--- src/hdl/ntt_reorder_pkg.sv ---
`default_nettype none

package ntt_reorder_pkg;

    localparam int WORD_W  = 16;
    localparam int LANES   = 16;
    localparam int IDX_W   = 4;
    localparam int CREDITS = 4;

    // the counter has to hold the full value CREDITS
    localparam int CRD_W = $clog2(CREDITS + 1);

    typedef logic [WORD_W-1:0] word_t;
    typedef logic [IDX_W-1:0]  idx_t;

    // element n belongs to lane n or column n
    typedef word_t [LANES-1:0] vec_t;

    typedef struct packed {
        logic  en;
        idx_t  addr;
        word_t data;
    } lane_wr_t;

    // broadcast to all lanes, each lane derives its own address
    typedef struct packed {
        logic en;
        logic col_mode;
        idx_t index;
    } rd_req_t;

    typedef enum logic [2:0] {
        PH_IDLE,
        PH_LOAD,
        PH_ROW,
        PH_WAIT,
        PH_COL
    } phase_t;

    function automatic idx_t bitrev(input idx_t v);
        idx_t r;
        for (int b = 0; b < IDX_W; b++)
        begin
            r[b] = v[IDX_W-1-b];
        end
        return r;
    endfunction

endpackage

`default_nettype wire
--- src/hdl/reorder_issue.sv ---
`default_nettype none

module reorder_issue (
    input  logic                     clk,
    input  logic                     rst,
    input  logic                     start,
    input  logic                     load_done,
    input  logic                     rows_done,
    input  logic                     vec_credit,
    input  ntt_reorder_pkg::vec_t    lane_data,
    output ntt_reorder_pkg::phase_t  phase,
    output ntt_reorder_pkg::rd_req_t rd_req,
    output logic                     vec_valid,
    output ntt_reorder_pkg::vec_t    vec_data,
    output logic                     vec_col,
    output ntt_reorder_pkg::idx_t    vec_index,
    output logic                     busy
);
    import ntt_reorder_pkg::*;

    idx_t             idx;
    logic             col_issued;
    logic [CRD_W-1:0] credit_cnt;
    logic             send;
    logic             last_req;

    // stage matching the lane read latency
    logic             s1_valid;
    logic             s1_col;
    logic             s1_end;
    idx_t             s1_index;

    assign send = ((phase == PH_ROW) || ((phase == PH_COL) && !col_issued))
                  && (credit_cnt != '0);
    assign last_req = send && (idx == idx_t'(LANES - 1));
    assign busy     = (phase != PH_IDLE);

    always_comb
    begin
        rd_req.en       = send;
        rd_req.col_mode = (phase == PH_COL);
        rd_req.index    = idx;
    end

    always_ff @(posedge clk)
    begin
        if (rst)
        begin
            phase <= PH_IDLE;
        end
        else
        begin
            case (phase)
                PH_IDLE: if (start) phase <= PH_LOAD;
                PH_LOAD: if (load_done) phase <= PH_ROW;
                PH_ROW:  if (last_req) phase <= PH_WAIT;
                PH_WAIT: if (rows_done) phase <= PH_COL;
                // leave once the last column reaches the output register
                PH_COL:  if (s1_valid && s1_end) phase <= PH_IDLE;
                default: phase <= PH_IDLE;
            endcase
        end
    end

    // index wraps from 15 to 0, so the column pass starts at column 0
    always_ff @(posedge clk)
    begin
        if (rst || (phase == PH_IDLE))
        begin
            idx        <= '0;
            col_issued <= 1'b0;
        end
        else
        begin
            if (send)
            begin
                idx <= idx + 1'b1;
            end
            if (last_req && (phase == PH_COL))
            begin
                col_issued <= 1'b1;
            end
        end
    end

    always_ff @(posedge clk)
    begin
        if (rst)
        begin
            credit_cnt <= CRD_W'(CREDITS);
        end
        else if (send && !vec_credit)
        begin
            credit_cnt <= credit_cnt - 1'b1;
        end
        else if (!send && vec_credit)
        begin
            credit_cnt <= credit_cnt + 1'b1;
        end
    end

    always_ff @(posedge clk)
    begin
        if (rst)
        begin
            s1_valid  <= 1'b0;
            s1_end    <= 1'b0;
            vec_valid <= 1'b0;
        end
        else
        begin
            s1_valid  <= send;
            s1_end    <= last_req && (phase == PH_COL);
            vec_valid <= s1_valid;
        end
    end

    always_ff @(posedge clk)
    begin
        if (send)
        begin
            s1_col   <= (phase == PH_COL);
            s1_index <= idx;
        end
    end

    // rows and columns unskew the same way: element n comes from lane index + n
    always_ff @(posedge clk)
    begin
        if (s1_valid)
        begin
            vec_col   <= s1_col;
            vec_index <= s1_index;
            for (int n = 0; n < LANES; n++)
            begin
                vec_data[n] <= lane_data[s1_index + idx_t'(n)];
            end
        end
    end

endmodule

`default_nettype wire

--- config.mk ---
export PLATFORM = sky130hd
export DESIGN_NAME = reorder_issue
export DESIGN_NICKNAME = d
export VERILOG_FILES = /design/src/hdl/ntt_reorder_pkg.sv /design/src/hdl/reorder_issue.sv
export SDC_FILE = /design/constraint.sdc
export NUM_CORES = 1
export LEC_CHECK = 0
export BUFFER_PORTS_ARGS = -buffer_cell sky130_fd_sc_hd__buf_4
export CAP_MARGIN = 5
export CORE_UTILIZATION = 50
export DETAILED_ROUTE_END_ITERATION = 16
export GPL_TIMING_DRIVEN = 0
export PLACE_DENSITY_LB_ADDON = 0.08
export REMOVE_ABC_BUFFERS = 1
export SLEW_MARGIN = 20
export SYNTH_ARGS = -nofsm -noshare
export SYNTH_HDL_FRONTEND = slang
export SYNTH_SLANG_ARGS = --single-unit
--- constraint.sdc ---
create_clock -name clk -period 8.7 [get_ports clk]
set_input_delay 1.74 -clock clk [delete_from_list [all_inputs] [get_ports clk]]
set_output_delay 1.74 -clock clk [all_outputs]
set_load 0.005 [all_outputs]
; Word level (Yosys, flattened, before mapping)
; Cells that the tools add are included.
; Widths: inputs -> output; s select.
[word_totals]
reg_bits = 280
[classes]
n_reduce_logical = 17
magnitude_cmp = 16
addsub = 18
mux = 40
eq_ne = 10
[ops]
columns = cell, count
row1 = $bmux 16 s4, 16
row2 = $mux 16, 16
row3 = $lt 4x5->1 const B, 16
row4 = $add 4x4->4 const B, 8
row5 = $mux 3, 7
row6 = $add 4x3->4 const B, 4
row7 = $pmux 3 s5, 1
row8 = $add 4x1->4 const B, 2
row9 = $add 4x2->4 const B, 2
row10 = $ne 2x2->1 const B, 4
row11 = $logic_and 1x1->1, 7
row12 = $eq 3x2->1 const B, 2
row13 = $reduce_bool 3->1, 2
row14 = $reduce_and 5->1, 1
row15 = $eq 4x4->1 const B, 1
row16 = $add 3x1->3 const B, 1
row17 = $eq 3x1->1 const B, 1
row18 = $eq 3x3->1 const B, 1
row19 = $logic_not 1->1, 3
row20 = $logic_not 3->1, 1
row21 = $sub 3x1->3 const B, 1
row22 = $logic_or 1x1->1, 2
row23 = $ne 2x1->1 const B, 1
row24 = $reduce_bool 2->1, 1

; Logic depth before layout (Yosys ltp)
[logic_depth]
depth_word = 8
mapped_depth = 12
ltp_nobuf = 9

; Worst setup path before layout
; OpenSTA, ideal clock, no wires.
[synth_timing]
path_type = register -> register
start = register s1_valid
end = register vec_col (enable)
stages_incl_launch_ff = 1
setup_time_ns = 0.649
setup_slack_ns = 2.031
n_path_buf = 0
arrival_time_ns = 6.021
period_less_slack_ns = 6.669
cell_sequence = dfxtp_1
[synth_rtl]
columns = element, line_no
row1 = start: declaration, reorder_issue.sv:28  ; logic s1_valid;
row2 = start signal: assignment, reorder_issue.sv:112  ; s1_valid <= send;
row3 = end signal: assignment, reorder_issue.sv:132  ; vec_col <= s1_col;
row4 = end: declaration, reorder_issue.sv:15  ; output logic vec_col,
; No word-level cell between the ends.

; Final worst setup path
[layout_timing]
start = register s1_index[0]
end = register vec_data[255] (netlist bit), data pin
[layout_via]
elab_chain_len = 3
[layout_rtl]
columns = element, line_no
row1 = start: declaration, reorder_issue.sv:31  ; idx_t s1_index;
row2 = start signal: assignment, reorder_issue.sv:123  ; s1_index <= idx;
row3 = $add 4x4->4, reorder_issue.sv:136  ; vec_data[n] <= lane_data[s1_index + idx_t'(n)];
row4 = $bmux 16 s4, reorder_issue.sv:136
row5 = $mux 16 (not written as such), reorder_issue.sv:136
row6 = end signal: indexed assignment, reorder_issue.sv:136
row7 = end: declaration, reorder_issue.sv:14  ; output ntt_reorder_pkg::vec_t vec_data,
; Every way passes these cells. The select of a mux whose other input is x is not followed.
; A chain may end at the register's enable or synchronous reset.

==> run_results.csv <==
group,metric,value,unit
setup_path,critPathMaxFanout,40,
setup_path,crit_type,"reg2reg",
floorplan,core,42000,sq um
layout,area_delta_synth_final,33.1,%
placement,dp.final_hpwl,56.3,mm
synthesis,synth_ff_type,"edfxtp_1",
timing,fin_hold_ws,0.442,ns
clock_tree,htreeDepth,2,
clock_tree,cts-buffers-inserted,36,
global_routing,grt_max_degree,60,
layout,final_nets,2281,
timing,worstMarginPinSlew,0.862,ns
synthesis,synth-seq-area-share,38.7,%
global_routing,grt_use_total,33.3,%
synthesis,synth_warnings,0,
global_routing,grt_pass1_vias,17200,
timing,min_period_over_period,51.2,%
setup_path,r2r_cells,11,
route,avgRoutedWirePerCell,28.4,microns
route,ant_nets,0,
setup_path,cp-startpoint,"s1_index[0]",
global_routing,grt_pass1_wl,108,mm
job,max_cap_viol_count,0,
global_routing,grt-ovfl-total,0,
synthesis,syn_area,21400,sq um
timing,relSlewSlack,42.1,%
clock_tree,cts_root_buf,"clkbuf_16",
timing,setup_ws,4.25,ns
setup_path,cp-end-kind,"register",
synthesis,yosys_register_bits,280,
clock_tree,post_cts_resized,0,
route,route.detailed.drc,0,
floorplan,io_pins,534,
setup_path,worstReg2RegEnd,"vec_data[255]",
clock_tree,cts_tree,"yes",
placement,dp.cells,2510,
worst_hold_path,min_path_cells,0,
route,route.vias.total,17900,
timing,finalSetupViolCount,0,
clock_tree,holdBufCountCts,0,
clock_tree,clk_pin_slew_worst_paths,0.06,ns
layout,final_area,28400,sq um
floorplan,start_util,50.8,%
route,first_pass_iters,6,
timing,min_period,4.45,ns
placement,globalplace.congestion,0.841,
placement,placed_area,27200,sq um
clock_tree,postCtsSetupRepairBufs,0,
route,routed_wl,73.4,mm
setup_path,arrival,4.73,ns
worst_hold_path,holdCritPathClass,"reg2reg",
floorplan,die_h,209,microns
timing,drv_slew,0,
placement,pre_cts_ws,4.25,ns
route,drt_iter0_drc,1863,
clock_tree,clk_path_buf_depth,3,
power,power.density,146,nW/um^2
clock_tree,clk_latency,0.56,ns
power,power,4.15,mW
timing,rsz0062_at_grt,"no",
timing,fmax,225,MHz
timing,setup_tns,0,ns
timing,clock_skew,0.0185,ns
floorplan,die-area,43500,sq um
floorplan,core.rowCount,75,
timing,hold_violations,0,
synthesis,synth_async_sr_flop_share,0,%
layout,stdcell_count,2584,
floorplan,dieWidth,209,microns
global_routing,antenna_found_initial,14,
route,viasPerCell,6.93,
synthesis,yosysUniqueCellTypes,40,
synthesis,synth_edf_count,266,
clock_tree,cts.sinks,280,
synthesis,syn_area_per_cell,14.2,sq um
setup_path,crit_required,8.98,ns
worst_hold_path,hold-path-endpoint,"vec_col",
layout,drive_gt1_share,48.9,%
layout,utilization,67.6,%
placement,portBuffers,533,
setup_path,reg2reg_slack,4.25,ns
synthesis,postSynthCellCount,1501,
power,power.leakage,10.8,nW
power,irDropWorstVdd,144,uV
worst_hold_path,timing.hold.worst.start,"s1_col",
run_status,status,"complete, no violations",
setup_path,worst_setup_path_start_kind,"register",
setup_path,r2r_start,"s1_index[0]",
[per-layer routing]
metal / up-vias / global-route usage (%) / wire [microns]
li1: 7452 / - / -
met2: 1214 / 52.9 / 35100
met5: - / 0 / 17
met3: 193 / 10.3 / 9030
met4: 2 / 16.1 / 3420
met1: 9043 / 41.7 / 25800
[layout by cell type, fill, tap and decap left out, types with 7 or more instances in the layout]
cell type and instances:
a21oi_1 8, a22oi_1 256, buf_16 29, buf_4 539, buf_6 12, buf_8 47
bufinv_16 7, clkbuf_16 37, dfxtp_1 13, diode_2 13, edfxtp_1 266, ha_1 8
inv_1 9, mux2i_1 257, mux4_2 288, nand2_1 105, nor2_1 8, o21ai_0 67
[area by class of cell]
cell class	instances	area, sq um
Tap cell	539	674
Antenna cell	13	32.5
Clock inverter	17	265
Fill cell	3004	13600
Timing Repair Buffer	629	5730
Multi-Input combinational cell	1052	12500
Clock buffer	44	962
Sequential cell	280	8270
Inverter	10	40.0
[power by group]
| group | internal [mW] | switching, mW |
|---|---|---|
| registers | 1.55 | 0.0171 |
| logic | 0.509 | 0.486 |
| clock network | 0.990 | 0.602 |
[flip-flops by register name, summed over array words and instances, names as in the netlist]
| signal | count |
|---|---|
| vec_valid | 1 |
| credit_cnt | 3 |
| phase | 3 |
| col_issued | 1 |
| vec_col | 1 |
| s1_end | 1 |
| vec_index | 4 |
| idx | 4 |
| s1_index | 4 |
| s1_valid | 1 |
| vec_data | 256 |
| s1_col | 1 |
[how the worst max path moves through the flow]
stage	slack, ns	endpoint	depth (start not counted)
floorplan	-4.21	vec_data[112]	4
global placement	-10.72	vec_data[21]	5
detailed placement	4.25	vec_data[255]	11
CTS	4.24	vec_data[255]	11
global route	4.04	vec_data[255]	11
finish	4.25	vec_data[255]	11
[critical path, cell delays in order, from the launching register on]
cell      delay, ns
edfxtp_1       0.81
buf_8          0.26
buf_8          0.18
buf_8          0.16
buf_8          0.18
buf_16         0.18
buf_8          0.18
inv_1          0.09
ha_4           0.67
buf_16         0.31
mux4_2         0.61
mux4_2         0.51
[kinds of logic (layout without fill, tap and decap cells)]
| logic type | count (synthesis) | after routing | share of synthesized area (%) |
|---|---|---|---|
| xor+xnor | 14 | 14 | 0.574 |
| mux | 545 | 545 | 42.4 |
| other cells | 0 | 13 | 0 |
| fa+ha+maj | 10 | 10 | 0.621 |
| buf+inv | 169 | 700 | 3.77 |
| flops | 280 | 280 | 38.7 |
| compound gates | 339 | 339 | 11.0 |
| simple gates | 144 | 144 | 2.88 |
[cell usage after synthesis, drive strengths merged, types with 2 or more instances]
library cell	number	share of area [%]
or3b	2	0.082
o21ai	67	1.6
a22oi	256	9.0
mux2i	257	12
buf	88	2.3
nor2	12	0.21
xnor2	7	0.29
xor2	7	0.29
mux4	288	30
and2	5	0.15
nor3	5	0.12
nor2b	2	0.059
clkbuf	71	1.2
ha	9	0.53
nand2	105	1.8
inv	10	0.18
dfxtp	14	1.3
or3	3	0.088
nand2b	2	0.059
a21oi	10	0.23
edfxtp	266	37
and3	2	0.059
Note: power is estimated with default switching activity, not from simulation.
