===== config.mk =====
export PLATFORM = sky130hd
export DESIGN_NAME = reorder_lane
export DESIGN_NICKNAME = d
export VERILOG_FILES = /design/src/hdl/ntt_reorder_pkg.sv /design/src/hdl/reorder_lane.sv
export SDC_FILE = /design/constraint.sdc
export NUM_CORES = 1
export LEC_CHECK = 0
export ABC_AREA = 1
export BUFFER_PORTS_ARGS = -buffer_cell sky130_fd_sc_hd__buf_2
export CAP_MARGIN = 10
export CORE_ASPECT_RATIO = 0.6
export CORE_UTILIZATION = 63
export CTS_BUF_LIST = sky130_fd_sc_hd__clkbuf_8
export DETAILED_ROUTE_END_ITERATION = 12
export GPL_TIMING_DRIVEN = 0
export HOLD_SLACK_MARGIN = 0.03
export PLACE_DENSITY = 0.81
export SLEW_MARGIN = 0
export SYNTH_ARGS = -nofsm -noshare
export SYNTH_HDL_FRONTEND = slang
export SYNTH_SLANG_ARGS = --single-unit

===== constraint.sdc =====
create_clock -name clk -period 3.7 [get_ports clk]
set_input_delay 0.37 -clock clk [delete_from_list [all_inputs] [get_ports clk]]
set_output_delay 0.37 -clock clk [all_outputs]
set_load 0.03 [all_outputs]

===== src/hdl/ntt_reorder_pkg.sv =====
`default_nettype none

package ntt_reorder_pkg;

    localparam int WORD_W  = 16;
    localparam int LANES   = 16;
    localparam int IDX_W   = 4;
    localparam int CREDITS = 4;

    // the counter has to hold the full value CREDITS
    localparam int CRD_W = $clog2(CREDITS + 1);

    typedef logic [WORD_W-1:0] word_t;
    typedef logic [IDX_W-1:0]  idx_t;

    // element n belongs to lane n or column n
    typedef word_t [LANES-1:0] vec_t;

    typedef struct packed {
        logic  en;
        idx_t  addr;
        word_t data;
    } lane_wr_t;

    // broadcast to all lanes, each lane derives its own address
    typedef struct packed {
        logic en;
        logic col_mode;
        idx_t index;
    } rd_req_t;

    typedef enum logic [2:0] {
        PH_IDLE,
        PH_LOAD,
        PH_ROW,
        PH_WAIT,
        PH_COL
    } phase_t;

    function automatic idx_t bitrev(input idx_t v);
        idx_t r;
        for (int b = 0; b < IDX_W; b++)
        begin
            r[b] = v[IDX_W-1-b];
        end
        return r;
    endfunction

endpackage

`default_nettype wire

===== src/hdl/reorder_lane.sv =====
`default_nettype none

module reorder_lane #(
    parameter ntt_reorder_pkg::idx_t LANE = '0
) (
    input  logic                      clk,
    input  ntt_reorder_pkg::lane_wr_t lane_wr,
    input  ntt_reorder_pkg::rd_req_t  rd_req,
    output ntt_reorder_pkg::word_t    rd_data
);
    import ntt_reorder_pkg::*;

    word_t mem [LANES];
    idx_t  rd_addr;

    // element (r, c) sits at address r of lane r + c
    // so column c is found at address LANE - c
    always_comb
    begin
        if (rd_req.col_mode)
        begin
            rd_addr = LANE - rd_req.index;
        end
        else
        begin
            rd_addr = rd_req.index;
        end
    end

    always_ff @(posedge clk)
    begin
        if (lane_wr.en)
        begin
            mem[lane_wr.addr] <= lane_wr.data;
        end
    end

    always_ff @(posedge clk)
    begin
        if (rd_req.en)
        begin
            rd_data <= mem[rd_addr];
        end
    end

endmodule

`default_nettype wire


### After elaboration in Yosys (flattened, before gate mapping)

Memories as Yosys holds them, arrays and structs flattened. A register that Yosys moved wholly into a read port is not among the register bits.
Index checks and enable logic that the tools add are counted.
Widths: inputs -> output; s select.

| word-level totals | value |
|---|---|
| register bits | 0 |
| RAM bits | 256 |
| bits of input ports | 28 |
| output and inout port bits | 16 |
| logic and storage cells | 5 |
| memories | 1 |

| operators by class | value |
|---|---|
| add/sub/neg operators | 1 |
| muxes and demuxes | 3 |

Memories:

| memory | depth | width | read ports | clocked after memory_dff | write ports | RTL line | text |
|---|---|---|---|---|---|---|---|
| mem | 16 | 16 | 1 | 1 | 1 | reorder_lane.sv:13 | `word_t mem [LANES];` |

Operator list:

| cell | count |
|---|---|
| $mux 4 | 1 |
| $sub 1x4->4 const A | 1 |
| $mux 1 | 2 |

### Logic depth before layout (Yosys ltp)

Gate-level depths: netlist (run 1).

| depth | value |
|---|---|
| depth after elaboration | 2 |
| gate-level depth with buffers | 14 |
| depth with buffers taken out | 11 |

### Least setup slack after synthesis (run 1)

OpenSTA, ideal clock, no wires.

| path | value |
|---|---|
| path type | input to register |
| start | in rd_req[0] (netlist bit) |
| end | reg rd_data[13], read port of mem, data pin |
| library setup time | 0.252 ns |
| arrival | 1.633 ns |
| required time | 3.448 ns |
| slack | 1.814 ns |
| stages | 14 |
| buffers on the path | 3 |
| cell sequence | inv_2 > buf_4 > buf_2 > ha_1 > inv_1 > nand2_1 > nand2_4 > buf_2 > nand2_1 > nand2_1 > nand2_1 > nand2_1 > nand2_1 > nand2_1 |

| between the ends | value |
|---|---|
| cells in the longest elaborated chain, start to end | 2 |

RTL lines:

| item | RTL line | text |
|---|---|---|
| from (decl) | reorder_lane.sv:8 | `input ntt_reorder_pkg::rd_req_t rd_req,` |
| $sub 1x4->4 | reorder_lane.sv:22 | `rd_addr = LANE - rd_req.index;` |
| $mux 4 * | reorder_lane.sv:20 | `if (rd_req.col_mode)` |
| to (decl) | reorder_lane.sv:9 | `output ntt_reorder_pkg::word_t rd_data` |

Every way passes the cells marked *; elsewhere a longest branch is shown, timed or not.

### Worst setup path after layout (run 1)

| path | value |
|---|---|
| start | in rd_req[0] (netlist bit) |
| end | reg rd_data[11], read port of mem, data pin |

The elaborated chain is that of the path after synthesis.

==> run metrics, run 1 <==
status complete, no violations; post-CTS sizing 0; TritonRoute pass-1 iters 7; Worst-path clk slew 0.07 ns; WHS 0.264 ns; fmax 463 MHz; PortBufs 43; overall die width 176 µm; Fin. Hold Viols 0; Hold Path Stages 1; clock root buffer clkbuf_8; Avg Inst Size Synth 10.5 µm²; first-pass GRT wire length 43400 µm; cell count after synthesis 1090; Hold Path End mem[15][13]$_DFFE_PP_; initial antenna violation count 0; Crit path arrival time 2.54 ns; Layout Skew 0.0185 ns; Crit Path Max Fanout 10; 1st-iter DRT viols 1155; Rows 37; CP max stage delay 0.29 ns; Worst Hold Class in2reg; hold path start lane_wr[13]; number of CTS-inserted buffers 39; wire per inst 20.8 µm; routability cong. 0.946; worst slew pin tran 1.01 ns; CP Buf/Inv Count 6; Top Ports 44; Max VDD drop 0.347 mV; area delta synth->final 12.0%; DR vias/cell 5.60; CP required 4.08 ns; Setup Fix Bufs, Post-CTS 0; Max Buffers Root-to-Sink 3; Die Area 0.0188 mm²; Crit Path Class in2reg; DR DRC count 0; count of pins over their slew limit 0; Seq cells post-synth 272; Power Density 487 mW/mm²; Final setup viols 0; cell chain of the critical path buf_2 > inv_2 > buf_4 > buf_2 > ha_1 > inv_1 > nand2_1 > nand2_4 > buf_4 > nand2_1 > nand2_1 > nand2_1 > nand2_1 > nand2_1 > nand2_1; critical path's most frequent cell nand2_1; setup ws final 1.54 ns; pin count of the biggest net entering global routing 17; synthesis warning total 0; Netlist Area Pre-Place 0.0115 mm²; Synthesized Nets 1119; register area share after synthesis 0.712; Worst path slowest cell ha_1; CP endpoint kind flip-flop; Worst-Skew Late Latency 0.53 ns; Die Ht 107 µm; Final Cycle Share 0.584; crit path time final 2.16 ns; Max-slew headroom 0.325; reg2reg start mem[0][7]$_DFFE_PP_; Netlist cell types 17; r2r endpoint rd_data[7]$_DFFE_PP_; vias in the first global route 7064; MaxCap Viol Count 0; Inserted Diodes 0; Congestion Overflow GR 0; Placed Instances 1379; post-synth top area share 0.712; critical path's top delay family buffers and inverters; share of cells above drive strength 1 0.141; R2R cell count 8; post-synth top area cell edfxtp_1; Place WS 1.10 ns; unrepaired setup endpoints after global routing false; Critical Path Source Type input port; floorplan core area 0.0175 mm²; Post-DP Area 0.0122 mm²; Non-Filler Instances 1446; CTS tree done; HPWL Detailed 20100 µm; initial core utilization 0.656; Total Neg Setup Slack 0 ns; final wirelength 30100 µm; Clock Sinks 272; post-route ant nets 0; top cells by area, synth edfxtp_1 71%, nand2_1 24%, buf_4 1.8%, buf_6 0.88%, nor2_1 0.56%; final instance area 0.0129 mm²; R2R Setup Slk 2.40 ns; Static Leak 5.57 nW; fin nets 1215; Vias 8103; H-tree level count 2; Hold Buf Count CTS 0; GRT Total Usage 0.331
registers in the layout, indices dropped and copies added, names as in the netlist:
register  cells
rd_data      16
mem         256
metal layers:
| metal | GRT usage | vias to the layer above | wire (µm) | share of wire |
|---|---|---|---|---|
| li1 | - | 3726 | - | - |
| met1 | 0.520 | 3716 | 12300 | 0.41 |
| met2 | 0.432 | 620 | 11700 | 0.39 |
| met3 | 0.127 | 41 | 5650 | 0.19 |
| met4 | 0.0665 | 0 | 434 | 0.014 |
| met5 | 0 | - | 0 | 0 |
synthesized netlist by cell type, drive strengths merged:
library cell  instances
edfxtp              272
nand2               736
nor2                 18
nand3                 2
ha                    1
inv                   9
buf                  47
nand3b                3
clkbuf                1
o21ai                 1
worst max-delay path by stage:
stage          startpoint                     to  slack (ns)  depth (start not counted)
3_5_place_dp    rd_req[0]   rd_data[6]$_DFFE_PP_        1.10                         14
5_1_grt         rd_req[0]   rd_data[5]$_DFFE_PP_        1.46                         15
6_report        rd_req[0]  rd_data[11]$_DFFE_PP_        1.54                         15
2_1_floorplan   rd_req[0]  rd_data[13]$_DFFE_PP_        1.81                         14
4_1_cts         rd_req[0]  rd_data[11]$_DFFE_PP_        1.64                         15
3_3_place_gp    rd_req[0]   rd_data[5]$_DFFE_PP_        1.14                         14
kinds of logic (layout without fill, tap and decap cells):
| group | Yosys count | count (layout) | share of synthesized area |
|---|---|---|---|
| AO/OA/AOI/OAI | 1 | 1 | 0.000763 |
| AND/OR/NAND/NOR | 759 | 759 | 0.252 |
| adder cells (fa/ha/maj) | 1 | 1 | 0.00109 |
| flip-flops | 272 | 272 | 0.712 |
| buffers and inverters | 57 | 179 | 0.0350 |
power breakdown:
| group | internal [mW] | switching [mW] | total [mW] | leakage [nW] |
|---|---|---|---|---|
| Combinational | 0.177 | 0.487 | 0.665 | 2.71 |
| Sequential | 3.48 | 0.0168 | 3.49 | 2.48 |
| Clock | 1.01 | 1.10 | 2.10 | 0.382 |
placed cells by master (no fill, tap or decap), types with 2 or more instances in the layout:
master and count:
nand2_1 731, edfxtp_1 272, buf_2 53, clkbuf_8 40, buf_4 29, inv_1 17, nor2_2 13, buf_6 12
clkinv_1 9, buf_8 7, nor2_1 5, inv_2 3, nand2_2 3, nand3b_1 3, clkinv_2 3, nand2_4 2
nand3_1 2, clkinvlp_4 2
area by class of cell:
type / count / area, µm²
multi-input cells: 761 / 2940
clock inverters: 27 / 118
inverters: 9 / 36.3
clock buffers: 40 / 551
well taps: 234 / 293
plain buffers: 48 / 365
repair buffers: 55 / 389
flip-flops and latches: 272 / 8170
fillers: 1156 / 4640
metrics by stage:
stage               utilization  power [mW]
floorplan                     -        3.94
global placement          0.685        4.17
detailed placement        0.697        4.20
CTS                       0.735        6.24
global route              0.735        6.43
finish                    0.735        6.26
Note: power is estimated with default switching activity, not from simulation.
==> run 2: changes to the inputs <==
ABC_AREA = 0   (was 1)
CORE_UTILIZATION = 57   (was 63)
PLACE_DENSITY = 0.78   (was 0.81)
clock period = 1.8 ns   (was 3.7 ns; I/O delays follow)
==> run 2 against run 1 <==
  * The run now ends with setup timing left
  * Synthesized cell count shrank 59%
  * Worst hold slack lost 0.20 ns
  * Non-clock buffer count shrank 23
  * Register-to-register slack got worse by 2.2 ns
  * Via count shrank 36%
  * Routed wire length down 26%
  * Critical endpoint is now rd_data[6]$_DFFE_PP_
==> run metrics, run 2 <==
initial antenna violation count 0 (unchanged); vias in the first global route 5285 (-25%); clock root buffer clkbuf_8; Max Buffers Root-to-Sink 3 (unchanged); status finished with violations; CP endpoint kind flip-flop; post-route ant nets 0 (unchanged); Rows 37 (unchanged); Top Ports 44 (unchanged); DR vias/cell 6.37 (+14%); Worst Hold Class in2reg; HPWL Detailed 14400 µm (-28%); Crit Path Max Fanout 10 (unchanged); Crit path arrival time 2.04 ns (-0.50 ns); Reg with most FFs mem; count of pins over their slew limit 0 (unchanged); failing checks setup timing; Commonest cells post-synth 272 x edfxtp_1, 60 x mux4_2, 32 x a22oi_1; post-synth top area cell edfxtp_1; 1st-iter DRT viols 566 (-51%); Seq cells post-synth 272 (unchanged); Worst-path clk slew 0.07 ns (about the same); register area share after synthesis 0.787 (+0.0753); number of CTS-inserted buffers 38 (-2.6%); CP required 2.03 ns (-2.05 ns); floorplan core area 0.0175 mm² (-0.26%); WL met3 2550 µm (-55%); MaxCap Viol Count 0 (unchanged); Avg Inst Size Synth 23.2 µm² (+120%); Die Area 0.0188 mm² (about the same); Clock Sinks 272 (unchanged); PortBufs 42 (-2.3%); area delta synth->final 16.6%; Netlist Area Pre-Place 0.0104 mm² (-9.6%); met2 routed WL 10200 µm (-13%); synthesis warning total 0 (unchanged); M1 WL 9250 µm (-25%); Max-slew headroom 0.354 (+0.0297); most common cell after layout, fill and taps aside edfxtp_1; Placed Instances 738 (-46%); initial core utilization 0.595 (-0.0612); Non-Filler Instances 808 (-44%); post-synth top area share 0.787 (+0.0753); crit path time final 1.81 ns; share of cells above drive strength 1 0.394 (+0.253); cell count after synthesis 448 (-59%); fmax 553 MHz; Hold Buf Count CTS 0 (unchanged); final wirelength 22300 µm (-26%); Largest register FFs 256 (unchanged); WHS 0.0600 ns (-0.204 ns); DR DRC count 0 (unchanged); ys async rst share 0 (unchanged); Layout Skew 0.0195 ns (+0.000999 ns); Netlist cell types 25 (+8); Fin. Hold Viols 0 (unchanged); unrepaired setup endpoints after global routing true; EDFF count, synth 272 (unchanged); Static Leak 3.96 nW (-29%); CTS tree done; Inserted Diodes 0 (unchanged); TritonRoute pass-1 iters 5 (-2); most frequent cells in the layout 272 x edfxtp_1, 60 x mux4_2, 43 x buf_2; pin count of the biggest net entering global routing 17 (unchanged); worst slew pin tran 0.965 ns (-0.0440 ns); top sig layer met5; routability cong. 0.787 (-17%); leading cell type by number of instances after synthesis edfxtp_1; wire per inst 27.6 µm (+33%); Final Cycle Share 1.00; Max VDD drop 0.629 mV (+82%); Vias 5147 (-36%); first-pass GRT wire length 33000 µm (-24%); Synthesized Nets 477 (-57%); H-tree level count 2 (unchanged); Congestion Overflow GR 0 (unchanged); Post-DP Area 0.0112 mm² (-8.1%); GRT Total Usage 0.252 (-0.0790); Worst-Skew Late Latency 0.52 ns (about the same); Critical Path Source Type input port; Post-synth top flop edfxtp_1; Util after Layout 0.693 (-0.0416); top cells by area, synth edfxtp_1 79%, mux4_2 13%, a22oi_1 2.3%, buf_6 1.1%, mux4_1 1.0%; Final setup viols 1 (+1); setup ws final -0.00742 ns (-1.55 ns); Die Ht 107 µm (about the same); Top Registers mem x256, rd_data x16; fin nets 579 (-52%); overall die width 176 µm (about the same); final instance area 0.0121 mm² (-5.9%); Power Density 1060 mW/mm² (+120%); Crit Path Class in2reg
run 2: through the flow:
step	setup slack [ns]	power (mW)	TNS, ns
2_1_floorplan	-0.159	7.92	-2.41
3_3_place_gp	-0.966	8.26	-136.84
3_5_place_dp	-0.995	8.33	-18.76
4_1_cts	0.0329	12.9	0
5_1_grt	-0.0111	13.2	-0.0250
6_report	-0.00742	12.8	-0.00742
run 2: what timing repair did:
item                                    CTS  global route
resized for setup                        20             6
buffers inserted                          4             2
pin swaps                                 6             2
endpoints found under the setup margin   16            10
run 2: logic make-up (layout without fill, tap and decap cells):
family | after synthesis | after routing | synth area share
AND/OR/NAND/NOR | 48 | 48 | 0.0209
AO/OA/AOI/OAI | 40 | 40 | 0.0305
buffers and inverters | 21 | 147 | 0.0172
adder cells (fa/ha/maj) | 1 | 1 | 0.00121
flip-flops | 272 | 272 | 0.787
multiplexers | 65 | 65 | 0.142
XOR/XNOR | 1 | 1 | 0.000844
run 2: power breakdown:
part,internal [mW],total (mW),leakage (nW),switching (mW)
combinational,0.439,1.10,1.09,0.662
clock,2.37,4.55,0.404,2.18
sequential,7.15,7.19,2.47,0.0360
total,9.96,12.8,3.96,2.88
run 2: final cells by class:
cell class | count | area (µm²)
inverter | 3 | 13.8
multi-input combinational | 155 | 2230
tap | 234 | 293
clock inverter | 23 | 143
fill | 1009 | 5360
clock buffer | 41 | 564
buffer | 18 | 220
sequential | 272 | 8170
timing repair buffer | 62 | 467
run 2: routing by layer:
layer | GRT usage | vias up
met2 | 0.366 | 304
met4 | 0.0634 | 2
met3 | 0.0569 | 40
met1 | 0.388 | 2680
met5 | 0.0278 | -
li1 | - | 2121
run 2: worst paths after layout:
kind,slack [ns],cells after the start,start,endpoint
hold reg to reg,0.77,3,mem[2][12]$_DFFE_PP_,rd_data[12]$_DFFE_PP_
setup reg to reg,0.24,3,mem[10][13]$_DFFE_PP_,rd_data[13]$_DFFE_PP_
hold / removal,0.06,1,lane_wr[10],mem[5][10]$_DFFE_PP_
setup / recovery,-0.007,11,rd_req[0],rd_data[6]$_DFFE_PP_
run 2: critical path, stage by stage:
cell and delay, ns:
buf_2 0.14, buf_12 0.13, buf_12 0.12, inv_4 0.05
ha_4 0.19, mux2i_4 0.16, buf_12 0.17, buf_12 0.15
mux4_2 0.31, a22oi_2 0.30, nand2_1 0.13
