--- src/hdl/ntt_reorder_pkg.sv ---
`default_nettype none

package ntt_reorder_pkg;

    localparam int WORD_W  = 16;
    localparam int LANES   = 16;
    localparam int IDX_W   = 4;
    localparam int CREDITS = 4;

    // the counter has to hold the full value CREDITS
    localparam int CRD_W = $clog2(CREDITS + 1);

    typedef logic [WORD_W-1:0] word_t;
    typedef logic [IDX_W-1:0]  idx_t;

    // element n belongs to lane n or column n
    typedef word_t [LANES-1:0] vec_t;

    typedef struct packed {
        logic  en;
        idx_t  addr;
        word_t data;
    } lane_wr_t;

    // broadcast to all lanes, each lane derives its own address
    typedef struct packed {
        logic en;
        logic col_mode;
        idx_t index;
    } rd_req_t;

    typedef enum logic [2:0] {
        PH_IDLE,
        PH_LOAD,
        PH_ROW,
        PH_WAIT,
        PH_COL
    } phase_t;

    function automatic idx_t bitrev(input idx_t v);
        idx_t r;
        for (int b = 0; b < IDX_W; b++)
        begin
            r[b] = v[IDX_W-1-b];
        end
        return r;
    endfunction

endpackage

`default_nettype wire
--- src/hdl/reorder_loader.sv ---
`default_nettype none

module reorder_loader (
    input  logic                                              clk,
    input  logic                                              rst,
    input  ntt_reorder_pkg::phase_t                           phase,
    input  logic                                              serial_valid,
    input  ntt_reorder_pkg::word_t                            serial_data,
    input  logic                                              res_valid,
    input  ntt_reorder_pkg::vec_t                             res_data,
    output ntt_reorder_pkg::lane_wr_t [ntt_reorder_pkg::LANES-1:0] lane_wr,
    output logic                                              load_done,
    output logic                                              rows_done
);
    import ntt_reorder_pkg::*;

    logic [2*IDX_W-1:0] ser_cnt;
    idx_t               res_cnt;
    logic               ser_acc;
    logic               res_acc;
    idx_t               ser_row;
    idx_t               ser_col;
    idx_t               ser_lane;

    assign ser_acc = serial_valid && (phase == PH_LOAD);
    // results may come back while rows are still going out
    assign res_acc = res_valid && ((phase == PH_ROW) || (phase == PH_WAIT));

    // inner count picks the row, outer count the column
    assign ser_row  = bitrev(ser_cnt[IDX_W-1:0]);
    assign ser_col  = bitrev(ser_cnt[2*IDX_W-1:IDX_W]);
    assign ser_lane = ser_row + ser_col;

    always_comb
    begin
        idx_t src;
        for (int l = 0; l < LANES; l++)
        begin
            // lane l holds column (l - r) of row r
            src             = idx_t'(l) - res_cnt;
            lane_wr[l].en   = (ser_acc && (ser_lane == idx_t'(l))) || res_acc;
            lane_wr[l].addr = ser_acc ? ser_row : res_cnt;
            lane_wr[l].data = ser_acc ? serial_data : res_data[src];
        end
    end

    always_ff @(posedge clk)
    begin
        if (rst || (phase == PH_IDLE))
        begin
            ser_cnt <= '0;
            res_cnt <= '0;
        end
        else
        begin
            if (ser_acc)
            begin
                ser_cnt <= ser_cnt + 1'b1;
            end
            if (res_acc)
            begin
                res_cnt <= res_cnt + 1'b1;
            end
        end
    end

    always_ff @(posedge clk)
    begin
        if (rst)
        begin
            load_done <= 1'b0;
            rows_done <= 1'b0;
        end
        else
        begin
            load_done <= ser_acc && (ser_cnt == '1);
            rows_done <= res_acc && (res_cnt == idx_t'(LANES - 1));
        end
    end

endmodule

`default_nettype wire

--- config.mk ---
export PLATFORM = sky130hd
export DESIGN_NAME = reorder_loader
export DESIGN_NICKNAME = d
export VERILOG_FILES = /design/src/hdl/ntt_reorder_pkg.sv /design/src/hdl/reorder_loader.sv
export SDC_FILE = /design/constraint.sdc
export NUM_CORES = 1
export LEC_CHECK = 0
export BUFFER_PORTS_ARGS = -buffer_cell sky130_fd_sc_hd__buf_4
export CAP_MARGIN = 20
export CELL_PAD_IN_SITES_DETAIL_PLACEMENT = 0
export CELL_PAD_IN_SITES_GLOBAL_PLACEMENT = 2
export CORE_ASPECT_RATIO = 0.7
export CORE_UTILIZATION = 27
export CTS_CLUSTER_SIZE = 25
export DETAILED_ROUTE_END_ITERATION = 10
export GPL_TIMING_DRIVEN = 0
export PLACE_DENSITY_LB_ADDON = 0.1
export SETUP_SLACK_MARGIN = 0.1
export SLEW_MARGIN = 25
export SYNTH_ARGS = -nofsm -noshare
export SYNTH_HDL_FRONTEND = slang
export SYNTH_SLANG_ARGS = --single-unit
--- constraint.sdc ---
create_clock -name clk -period 2.9 [get_ports clk]
set_clock_uncertainty 0.05 [all_clocks]
set_input_delay 0.29 -clock clk [delete_from_list [all_inputs] [get_ports clk]]
set_output_delay 0.29 -clock clk [all_outputs]
set_load 0.02 [all_outputs]
Word-level counts from Yosys, hierarchy flattened
Index checks and enable logic that the tools add are counted.
{ "totals": {"reg_bits": 14, "word_cells": 148} }
{ "classes": {"add_sub_neg": 19, "order_cmp": 16, "eq_ne": 20, "muxes": 49, "reduce_logical": 40} }
{ "ops": {"columns": ["cell", "count"], "rows": [
  ["binary-select mux 16 bit (select 4 bit)", 16],
  ["two-way mux 16 bit", 32],
  ["< comparator 4 x 5 -> 1 bit (second input constant)", 16],
  ["equality test 4 bit (second input constant)", 9],
  ["subtractor 4 bit (first input constant)", 8],
  ["logical AND 1 bit", 20],
  ["logical OR 1 bit", 18],
  ["equality test 4 x 3 -> 1 bit (second input constant)", 4],
  ["subtractor 3 x 4 -> 4 bit (first input constant)", 4],
  ["adder 8 x 1 -> 8 bit (second input constant)", 1],
  ["equality test 4 x 2 -> 1 bit (second input constant)", 2],
  ["equality test 8 bit (second input constant)", 1],
  ["subtractor 1 x 4 -> 4 bit (first input constant)", 2],
  ["subtractor 2 x 4 -> 4 bit (first input constant)", 2],
  ["equality test 3 x 2 -> 1 bit (second input constant)", 2],
  ["adder 4 x 1 -> 4 bit (second input constant)", 1],
  ["adder 4 bit", 1],
  ["equality test 4 x 1 -> 1 bit (second input constant)", 1],
  ["logical NOT 4 bit", 1],
  ["two-way mux 4 bit", 1],
  ["equality test 3 x 1 -> 1 bit (second input constant)", 1],
  ["logical NOT 3 bit", 1]
]} }

Depth between registers and ports, before layout
Gate-level depths: netlist of the first run.
{ "depth": {"ltp_word": 4, "ltp_mapped": 11} }

Least setup slack after synthesis of the first run
Ideal clock, no wire load.
{ "synth_path": {"path_type": "register -> output", "startpoint": "register res_cnt[1]", "endpoint": "output lane_wr[170] (netlist name)", "t_arrival_ps": 2838, "required_time_ps": 2560, "setup_slack_ps": -278, "stages_incl_launch_ff": 12, "path_buffers": 5, "cell_sequence": "dfxtp_1 -> buf_2 -> buf_6 -> buf_2 -> inv_1 -> ha_1 -> clkbuf_1 -> buf_1 -> mux4_2 -> mux2_1 -> nand3_1 -> nand3_1"} }
{ "synth_rtl": {"columns": ["element", "line_no", "rtl"], "rows": [
  ["start, declared", "reorder_loader.sv:18", "idx_t res_cnt;"],
  ["start signal, assigned", "reorder_loader.sv:62", "res_cnt <= res_cnt + 1'b1;"],
  ["end, declared", "reorder_loader.sv:11", "output ntt_reorder_pkg::lane_wr_t [ntt_reorder_pkg::LANES-1:0] lane_wr,"]
]} }

==> qor.yml, run 1 <==
status: "complete, but fails checks"
violations: "setup timing"
met2_usage: 0.589
grt_antenna_before_repair: 11
fin_nets: 2635
rr_startpoint: "ser_cnt[0]"
cts.sinks: 14
muxShareOfSynthArea: 0.645
post-synth-top-count-cell: "mux4_2"
worstPathArrival_ns: 2.92
busiest_layer: "met2"
yosys_register_bits: 14
r2r_setup_slack_ns: 0.80
netlist_top_cells_area: "mux4_2 36%, mux2_1 15%, mux2i_1 8.0%"
yosys.area_share.simple: 0.114
path_common_cell: "buf_12"
synthFlopType: "dfxtp_1"
critical_path.startpoint_type: "flop"
ys_seq_area_frac: 0.0176
via_per_inst: 6.71
hold_end: "rows_done"
synthAdderAreaFrac: 0.0107
worst_path_max_delay_cell: "mux4_2"
dp_slack_ns: -1.93
hold_path.class: "in2reg"
clk_pin_slew_ns: 0.06
finalHoldViolCount: 0
synth_area_leader_cell: "mux4_2"
synth_top_family_by_area: "multiplexers"
crit_type: "reg2out"
total_power_mw: 6.42
hold_start: "rst"
hpwl_um: 103000
p_leak_nw: 10.9
dr.pass1.iters: 5
die-area_um2: 60100
power_density_nw_per_um2: 227
die_y_um: 205
avgSynthCellArea_um2: 9.71
setup_viol: 256
max-vdd-ir-drop_mv: 0.148
drive_above_1_share: 0.808
fmax_mhz: 306
worst_skew_pair.late_latency_ns: 0.26
rsz0062_at_grt: "yes"
start_util: 0.274
drv_slew: 0
cts_tree: "built"
synth_xor_area_frac: 0.0126
slowest_delay_ns: 0.43
crit_family: "buffers and inverters"
holdBufCountCts: 0
synth_top_area_share: 0.361
crit_path_max_fanout: 6
core_region_area_um2: 58300
first_global_vias: 19380
grt_max_degree: 17
fp.dieW_um: 293
fin_crit_sh: 1.13
grt_pass1_wl_um: 165000
final_area_um2: 28300
maxSlewHeadroom: 0.219
tightest_slew_ns: 1.17
gp_congestion: 1.01
crit-reg2reg-capture: "load_done"
fin_ws_ns: -0.363
tns_ns: -61.35
root_buffer: "clkbuf_16"
port_buffers: 616
holdPathStages: 2
htree_num_levels: 1
cts_buffers: 3
drcViolationCount: 0
netlist_top_cells_count: "256 x mux4_2, 255 x nand2_1, 218 x mux2_1"
synth_cell_types: 44
drt-initial-drc-count: 2623
synthesis.yosys.warnings: 0
synthArstFlopShare: 0
synth_compound_area_frac: 0.115
synth_nets: 1935
clk_path_buf_depth: 2
place_area_um2: 22200
synth_cells: 1643
area_growth_pct: 77.1
met1_usage: 0.551
grt_usage: 0.400
period_needed_ns: 3.26
path_buf_inv: 8
grt.overflow.total: 0
syn_area_um2: 16000
worstSetupEndpointType: "primary output"
cp.required_ns: 2.56
io_pins: 617
std_cell_rows: 74
use_met3: 0.165
wirelength_um: 129000
routedWlPerCell_um: 41.4
cp_cell_sequence: "buf_6 > buf_12 > buf_12 > clkinvlp_4 > ha_4 > clkbuf_16 > buf_12 > clkbuf_16 > mux4_2 > mux2i_4 > o221ai_2 > buf_4"
maxCapViolCount: 0
ff2ff_path_depth: 4
ant_nets: 0
vias: 20855
synth_edf_count: 0
power by group:
part           internal (mW)  leakage, nW  switching, mW
Combinational           2.65         10.7           3.26
Sequential             0.192        0.115        0.00194
Clock                  0.211       0.0442          0.112
Total                   3.05         10.9           3.37
through the flow:
step	cells	hold WS, ns	utilization
6_report	3109	0.205	0.485
4_1_cts	3069	0.205	0.444
2_1_floorplan	1643	0.316	-
5_1_grt	3105	0.212	0.484
3_5_place_dp	3019	0.445	0.381
3_3_place_gp	3019	0.453	0.380
flip-flops by register name, summed over array words and instances (netlist names):
register and flops:
ser_cnt 8, res_cnt 4, load_done 1, rows_done 1
final cells by class:
| type | count | area [um2] |
|---|---|---|
| Tap cell | 760 | 951 |
| Sequential cell | 14 | 289 |
| Timing Repair Buffer | 696 | 6480 |
| Multi-Input combinational cell | 1387 | 18100 |
| Fill cell | 5463 | 30100 |
| Inverter | 5 | 35.0 |
| Buffer | 236 | 2330 |
| Clock buffer | 4 | 88.8 |
| Antenna cell | 7 | 17.5 |
placed cells by master, fill, tap and decap left out, types with 5 or more instances in the layout:
cell type,count
nand2_1,91
clkbuf_16,40
dfxtp_1,11
o221ai_2,38
mux2i_1,51
o221ai_4,22
buf_8,5
mux4_2,256
a31oi_4,29
mux2i_2,16
mux2_2,73
buf_12,45
clkbuf_1,21
diode_2,7
buf_16,7
mux2_1,74
clkbuf_2,31
buf_2,17
clkbuf_8,7
xor2_1,5
mux2_4,141
nand3_1,30
a221o_1,32
ha_1,10
xnor2_1,10
buf_6,162
nand3_2,72
a21oi_1,34
nor2_2,16
nor2_1,9
a21oi_2,34
buf_4,583
nand2_2,162
mux2i_4,61
clkbuf_4,8
a31oi_2,35
and2_1,17
o31ai_1,16
buf_1,8
worst max-delay path by stage:
stage / to / slack (ns) / cells past startpoint / start
2_1_floorplan: lane_wr[203] / -0.02 / 9 / res_cnt[2]
3_5_place_dp: lane_wr[111] / -1.93 / 10 / res_cnt[2]
3_3_place_gp: lane_wr[281] / -1.88 / 10 / res_cnt[2]
4_1_cts: lane_wr[183] / -0.28 / 13 / res_cnt[1]
5_1_grt: lane_wr[183] / -0.38 / 13 / res_cnt[1]
6_report: lane_wr[217] / -0.36 / 12 / res_cnt[1]
repair_timing:
item | CTS | global route
gates cloned | 15 | 18
setup endpoints to repair | 321 | 303
pin swaps | 106 | 187
buffers inserted | 32 | 18
resized for setup | 666 | 519
routing by layer:
metal | vias up | part of all wire | wire length (um)
met1 | 10843 | 0.41 | 52300
li1 | 8026 | - | -
met3 | 207 | 0.15 | 19300
met2 | 1773 | 0.42 | 53900
met4 | 6 | 0.024 | 3150
met5 | - | 0.0013 | 172
cells by family (layout without fill, tap and decap cells):
kind of cell / count (synthesis) / in the layout
xor+xnor: 23 / 23
flops: 14 / 14
other cells: 0 / 7
simple gates: 421 / 421
fa+ha+maj: 13 / 13
buf+inv: 242 / 941
mux: 672 / 672
compound gates: 258 / 258
(Power assumes the default switching activity.)
==> inputs of run 2 (changes only) <==
--- a/config.mk
+++ b/config.mk
@@ -9,7 +9,6 @@
 export CAP_MARGIN = 20
 export CELL_PAD_IN_SITES_DETAIL_PLACEMENT = 0
 export CELL_PAD_IN_SITES_GLOBAL_PLACEMENT = 2
-export CORE_ASPECT_RATIO = 0.7
 export CORE_UTILIZATION = 27
 export CTS_CLUSTER_SIZE = 25
 export DETAILED_ROUTE_END_ITERATION = 10
==> run 2 against run 1 <==
Effect of this change: the flow still finishes with violations (setup timing); critical path depth decreased by 5; sequential cell count unchanged; cell count is 0.23% lower; via count is 3.3% lower; total power is 5.4% lower; critical endpoint is now lane_wr[127]; largest power group unchanged.
==> qor.yml, run 2 (same netlist as run 1, synthesis figures left out) <==
status: "complete, but fails checks"
violations: "setup timing"
drive_above_1_share: 0.763  # -0.0448
core_region_area_um2: 58000  # -0.52%
final_util: 0.467  # -0.0175
final_cell_mix: "597 x buf_4, 256 x mux4_2, 151 x mux2_1"
worst_skew_pair.late_latency_ns: 0.25  # about the same
io_pins: 617  # unchanged
hpwl_um: 99100  # -3.4%
fmax_mhz: 306  # -0.18%
die-area_um2: 60100  # about the same
drcViolationCount: 0  # unchanged
layout.cells.non_filler: 3102  # -0.23%
grt.overflow.total: 0  # unchanged
first_global_vias: 19174  # -1.1%
finalHoldViolCount: 0  # unchanged
cts.sinks: 14  # unchanged
tightest_slew_ns: 1.26  # +0.0864 ns
fin_hold_ws_ns: 0.195  # -0.00919 ns
crit_type: "reg2out"
ant_nets: 0  # unchanged
cts_tree: "built"
port_buffers: 616  # unchanged
via_per_inst: 6.50  # -3.1%
period_needed_ns: 3.27  # +0.00577 ns
critical_path.startpoint_type: "flop"
total_power_mw: 6.07  # -5.4%
wirelength_um: 121000  # -5.7%
clk_path_buf_depth: 2  # unchanged
clk_pin_slew_ns: 0.06  # about the same
grt_usage: 0.381  # -0.0186
max-vdd-ir-drop_mv: 0.176  # +19%
fin_crit_sh: 1.13  # +0.00199
start_util: 0.275  # +0.00144
rsz0062_at_grt: "yes"
setup_viol: 256  # unchanged
die_y_um: 245  # +19%
fp.dieW_um: 245  # -16%
cp.required_ns: 2.56  # about the same
largestRegisters: "ser_cnt x8, res_cnt x4"
grt_antenna_before_repair: 17  # +6
holdBufCountCts: 0  # unchanged
largest_register_ffs: 8  # unchanged
tns_ns: -53.44  # +7.91 ns
cts_buffers: 3  # unchanged
vias: 20170  # -3.3%
hold_path.class: "in2reg"
dp.cells: 3024  # +0.17%
dr.pass1.iters: 5  # unchanged
drv_slew: 0  # unchanged
gp_congestion: 1.02  # +0.64%
worstSetupEndpointType: "primary output"
grt_max_degree: 17  # unchanged
std_cell_rows: 88  # +19%
htree_num_levels: 1  # unchanged
area_growth_pct: 69.8
worstPathArrival_ns: 2.93  # about the same
p_leak_nw: 10.4  # -4.2%
crit_path_max_fanout: 10  # +4
top_register: "ser_cnt"
fin_nets: 2614  # -0.80%
fin_ws_ns: -0.369  # -0.00577 ns
final_common_cell: "buf_4"
routedWlPerCell_um: 39.2  # -5.4%
maxSlewHeadroom: 0.159  # -0.0598
root_buffer: "clkbuf_16"
drt-initial-drc-count: 2110  # -20%
grt_pass1_wl_um: 159000  # -3.5%
maxCapViolCount: 0  # unchanged
power_density_nw_per_um2: 224  # -1.4%
## run 2: timing repair
| item | in CTS | in global routing |
|---|---|---|
| pin swaps | 62 | 187 |
| resized for setup | 497 | 471 |
| buffers inserted | 27 | 12 |
| setup endpoints to repair | 321 | 319 |
| gates cloned | 10 | 10 |
## run 2: final timing paths
path	from	to	slack (ns)	cells past startpoint
max	res_cnt[1]	lane_wr[127]	-0.37	7
min reg2reg	ser_cnt[7]	ser_cnt[7]	0.46	2
max reg2reg	res_cnt[1]	res_cnt[1]	1.04	9
min	rst	rows_done	0.20	2
## run 2: critical path: stages, from the launching register on
cell and delay [ns]:
dfxtp_4 0.36, buf_4 0.13, ha_1 0.44, a21bo_2 0.22
a21o_1 0.22, clkbuf_1 0.72, o221ai_1 0.33, buf_4 0.24
## run 2: where the power goes
part	internal (mW)	switching [mW]	total, mW	leakage [nW]
sequential	0.192	0.00174	0.194	0.115
clock	0.210	0.0922	0.302	0.0443
combinational	2.50	3.07	5.57	10.3
total	2.91	3.16	6.07	10.4
## run 2: stage by stage
stage	cell area, um2	worst slack, ns
floorplan	16600	-0.0246
global placement	22200	-1.80
detailed placement	22200	-1.83
CTS	24900	-0.300
global route	27100	-0.369
finish	27100	-0.369
## run 2: layout make-up
class / instances / area [um2]
Antenna cell: 16 / 40.0
Buffer: 236 / 2260
Sequential cell: 14 / 289
Tap cell: 765 / 957
Fill cell: 5535 / 30900
Timing Repair Buffer: 675 / 5960
Inverter: 5 / 30.0
Clock buffer: 4 / 88.8
Multi-Input combinational cell: 1387 / 17500
## run 2: per-layer routing
layer | vias up | global-route usage | share of wire
li1 | 7992 | - | -
met1 | 10448 | 0.493 | 0.39
met2 | 1491 | 0.620 | 0.46
met3 | 233 | 0.105 | 0.11
met4 | 6 | 0.0989 | 0.035
met5 | - | 0 | 0.00054
==> inputs of run 3 (changes only) <==
--- a/config.mk
+++ b/config.mk
@@ -9,11 +9,13 @@
 export CAP_MARGIN = 20
 export CELL_PAD_IN_SITES_DETAIL_PLACEMENT = 0
 export CELL_PAD_IN_SITES_GLOBAL_PLACEMENT = 2
+export CORE_ASPECT_RATIO = 1.4
 export CORE_UTILIZATION = 27
 export CTS_CLUSTER_SIZE = 25
 export DETAILED_ROUTE_END_ITERATION = 10
 export GPL_TIMING_DRIVEN = 0
 export PLACE_DENSITY_LB_ADDON = 0.1
+export RECOVER_POWER = 25
 export SETUP_SLACK_MARGIN = 0.1
 export SLEW_MARGIN = 25
 export SYNTH_ARGS = -nofsm -noshare
==> run 3 against run 2 <==
Effect of this change: the flow still finishes with violations (setup timing); combinational power is 3.8% lower; largest power group unchanged; total power is 3.4% lower; maximum frequency is 1.7% lower; wire length is 2.1% higher; global-route usage is 0.45 points higher; sequential cell count stayed put.
==> qor.yml, run 3 (same netlist as run 1, synthesis figures left out) <==
worstSetupEndpointType: "primary output"
largestRegisters: "ser_cnt x8, res_cnt x4"
holdBufCountCts: 0  # unchanged
finalHoldViolCount: 0  # unchanged
clk_path_buf_depth: 2  # unchanged
period_needed_ns: 3.33  # +0.0571 ns
grt_usage: 0.385  # +0.00447
hpwl_um: 100000  # +1.2%
ant_nets: 0  # unchanged
layout.cells.non_filler: 3083  # -0.61%
grt.overflow.total: 0  # unchanged
core_region_area_um2: 58500  # +0.75%
p_leak_nw: 10.2  # -2.0%
first_global_vias: 19536  # +1.9%
die_y_um: 290  # +18%
dp_slack_ns: -1.88  # -0.0509 ns
drt-initial-drc-count: 2391  # +13%
fmax_mhz: 301  # -1.7%
htree_num_levels: 1  # unchanged
maxSlewHeadroom: 0.147  # -0.0120
drcViolationCount: 0  # unchanged
total_power_mw: 5.86  # -3.4%
largest_register_ffs: 8  # unchanged
grt_pass1_wl_um: 160000  # +0.80%
crit_type: "reg2out"
worst_skew_pair.late_latency_ns: 0.25  # about the same
max-vdd-ir-drop_mv: 0.202  # +15%
wirelength_um: 124000  # +2.1%
drive_above_1_share: 0.719  # -0.0440
num-fill-cells: 5651  # +2.1%
io_pins: 617  # unchanged
via_per_inst: 6.63  # +2.0%
top_register: "ser_cnt"
tightest_slew_ns: 1.27  # +0.0179 ns
root_buffer: "clkbuf_16"
vias: 20450  # +1.4%
cp.required_ns: 2.56  # about the same
std_cell_rows: 105  # +19%
start_util: 0.273  # -0.00205
rsz0062_at_grt: "yes"
drv_slew: 0  # unchanged
fin_nets: 2617  # +0.11%
cts_tree: "built"
fin_ws_ns: -0.426  # -0.0571 ns
worstPathArrival_ns: 2.99  # +0.06 ns
power_density_nw_per_um2: 222  # -0.72%
maxCapViolCount: 0  # unchanged
grt_antenna_before_repair: 11  # -6
fin_crit_sh: 1.15  # +0.0197
gp_congestion: 1.04  # +1.8%
cts_buffers: 3  # unchanged
grt_max_degree: 17  # unchanged
final_cell_mix: "645 x buf_4, 256 x mux4_2, 174 x nand2_1"
final_common_cell: "buf_4"
status: "complete, but fails checks"
critical_path.startpoint_type: "flop"
die-area_um2: 60100  # about the same
dp.cells: 3008  # -0.53%
fp.dieW_um: 207  # -15%
routedWlPerCell_um: 40.2  # +2.8%
cts.sinks: 14  # unchanged
port_buffers: 616  # unchanged
dr.pass1.iters: 6  # +1
setup_viol: 303  # +18%
area_growth_pct: 65.2
hold_path.class: "in2reg"
violations: "setup timing"
final_util: 0.451  # -0.0161
clk_pin_slew_ns: 0.05  # about the same
crit_path_max_fanout: 10  # unchanged
[run 3: what timing repair did]
action,CTS,global route
endpoints found under the setup margin,325,326
setup buffers,18,18
gates cloned,8,18
gates resized for setup,377,409
pin swaps,50,86
[run 3: final cells by class]
| cell class | count | area [um2] | share of cell area |
|---|---|---|---|
| diodes | 10 | 25.0 | 0.000949 |
| plain buffers | 236 | 2260 | 0.0856 |
| clock buffers | 4 | 88.8 | 0.00337 |
| inverters | 5 | 32.5 | 0.00123 |
| multi-input cells | 1387 | 16900 | 0.642 |
| flip-flops and latches | 14 | 290 | 0.0110 |
| well taps | 749 | 937 | 0.0355 |
| repair buffers | 678 | 5800 | 0.220 |
[run 3: worst paths after layout]
| check | startpoint | end | slack (ns) | depth (start not counted) |
|---|---|---|---|---|
| hold reg to reg | ser_cnt[7] | ser_cnt[7] | 0.48 | 2 |
| setup reg to reg | res_cnt[1] | res_cnt[1] | 1.05 | 9 |
| hold / removal | rst | load_done | 0.20 | 2 |
| setup / recovery | res_cnt[1] | lane_wr[133] | -0.43 | 7 |
[run 3: stage by stage]
stage          hold WS [ns]  cell area, um2  TNS (ns)
2_1_floorplan         0.316           16600     -1.53
3_3_place_gp          0.451           22200   -317.16
3_5_place_dp          0.454           22200   -289.51
4_1_cts               0.195           24200    -50.65
5_1_grt               0.197           26400    -74.65
6_report              0.198           26400    -56.00
[run 3: metal layers]
| layer | routed length [um] | vias to the layer above | GRT usage |
|---|---|---|---|
| met5 | 23 | - | 0 |
| met4 | 7900 | 4 | 0.182 |
| met3 | 11400 | 391 | 0.0801 |
| met2 | 60700 | 1681 | 0.681 |
| met1 | 44000 | 10381 | 0.446 |
| li1 | - | 7993 | - |
[run 3: report_power, final]
part           internal, mW  switching [mW]
Clock                 0.210          0.0959
Sequential            0.192         0.00178
Combinational          2.39            2.97
Total                  2.79            3.07
[run 3: worst max-delay path: stages (launching register included)]
cell and delay (ns):
dfxtp_4 0.37, buf_4 0.14, ha_1 0.38, a21bo_2 0.23
a21o_1 0.26, clkbuf_1 0.76, o221ai_1 0.34, buf_4 0.24
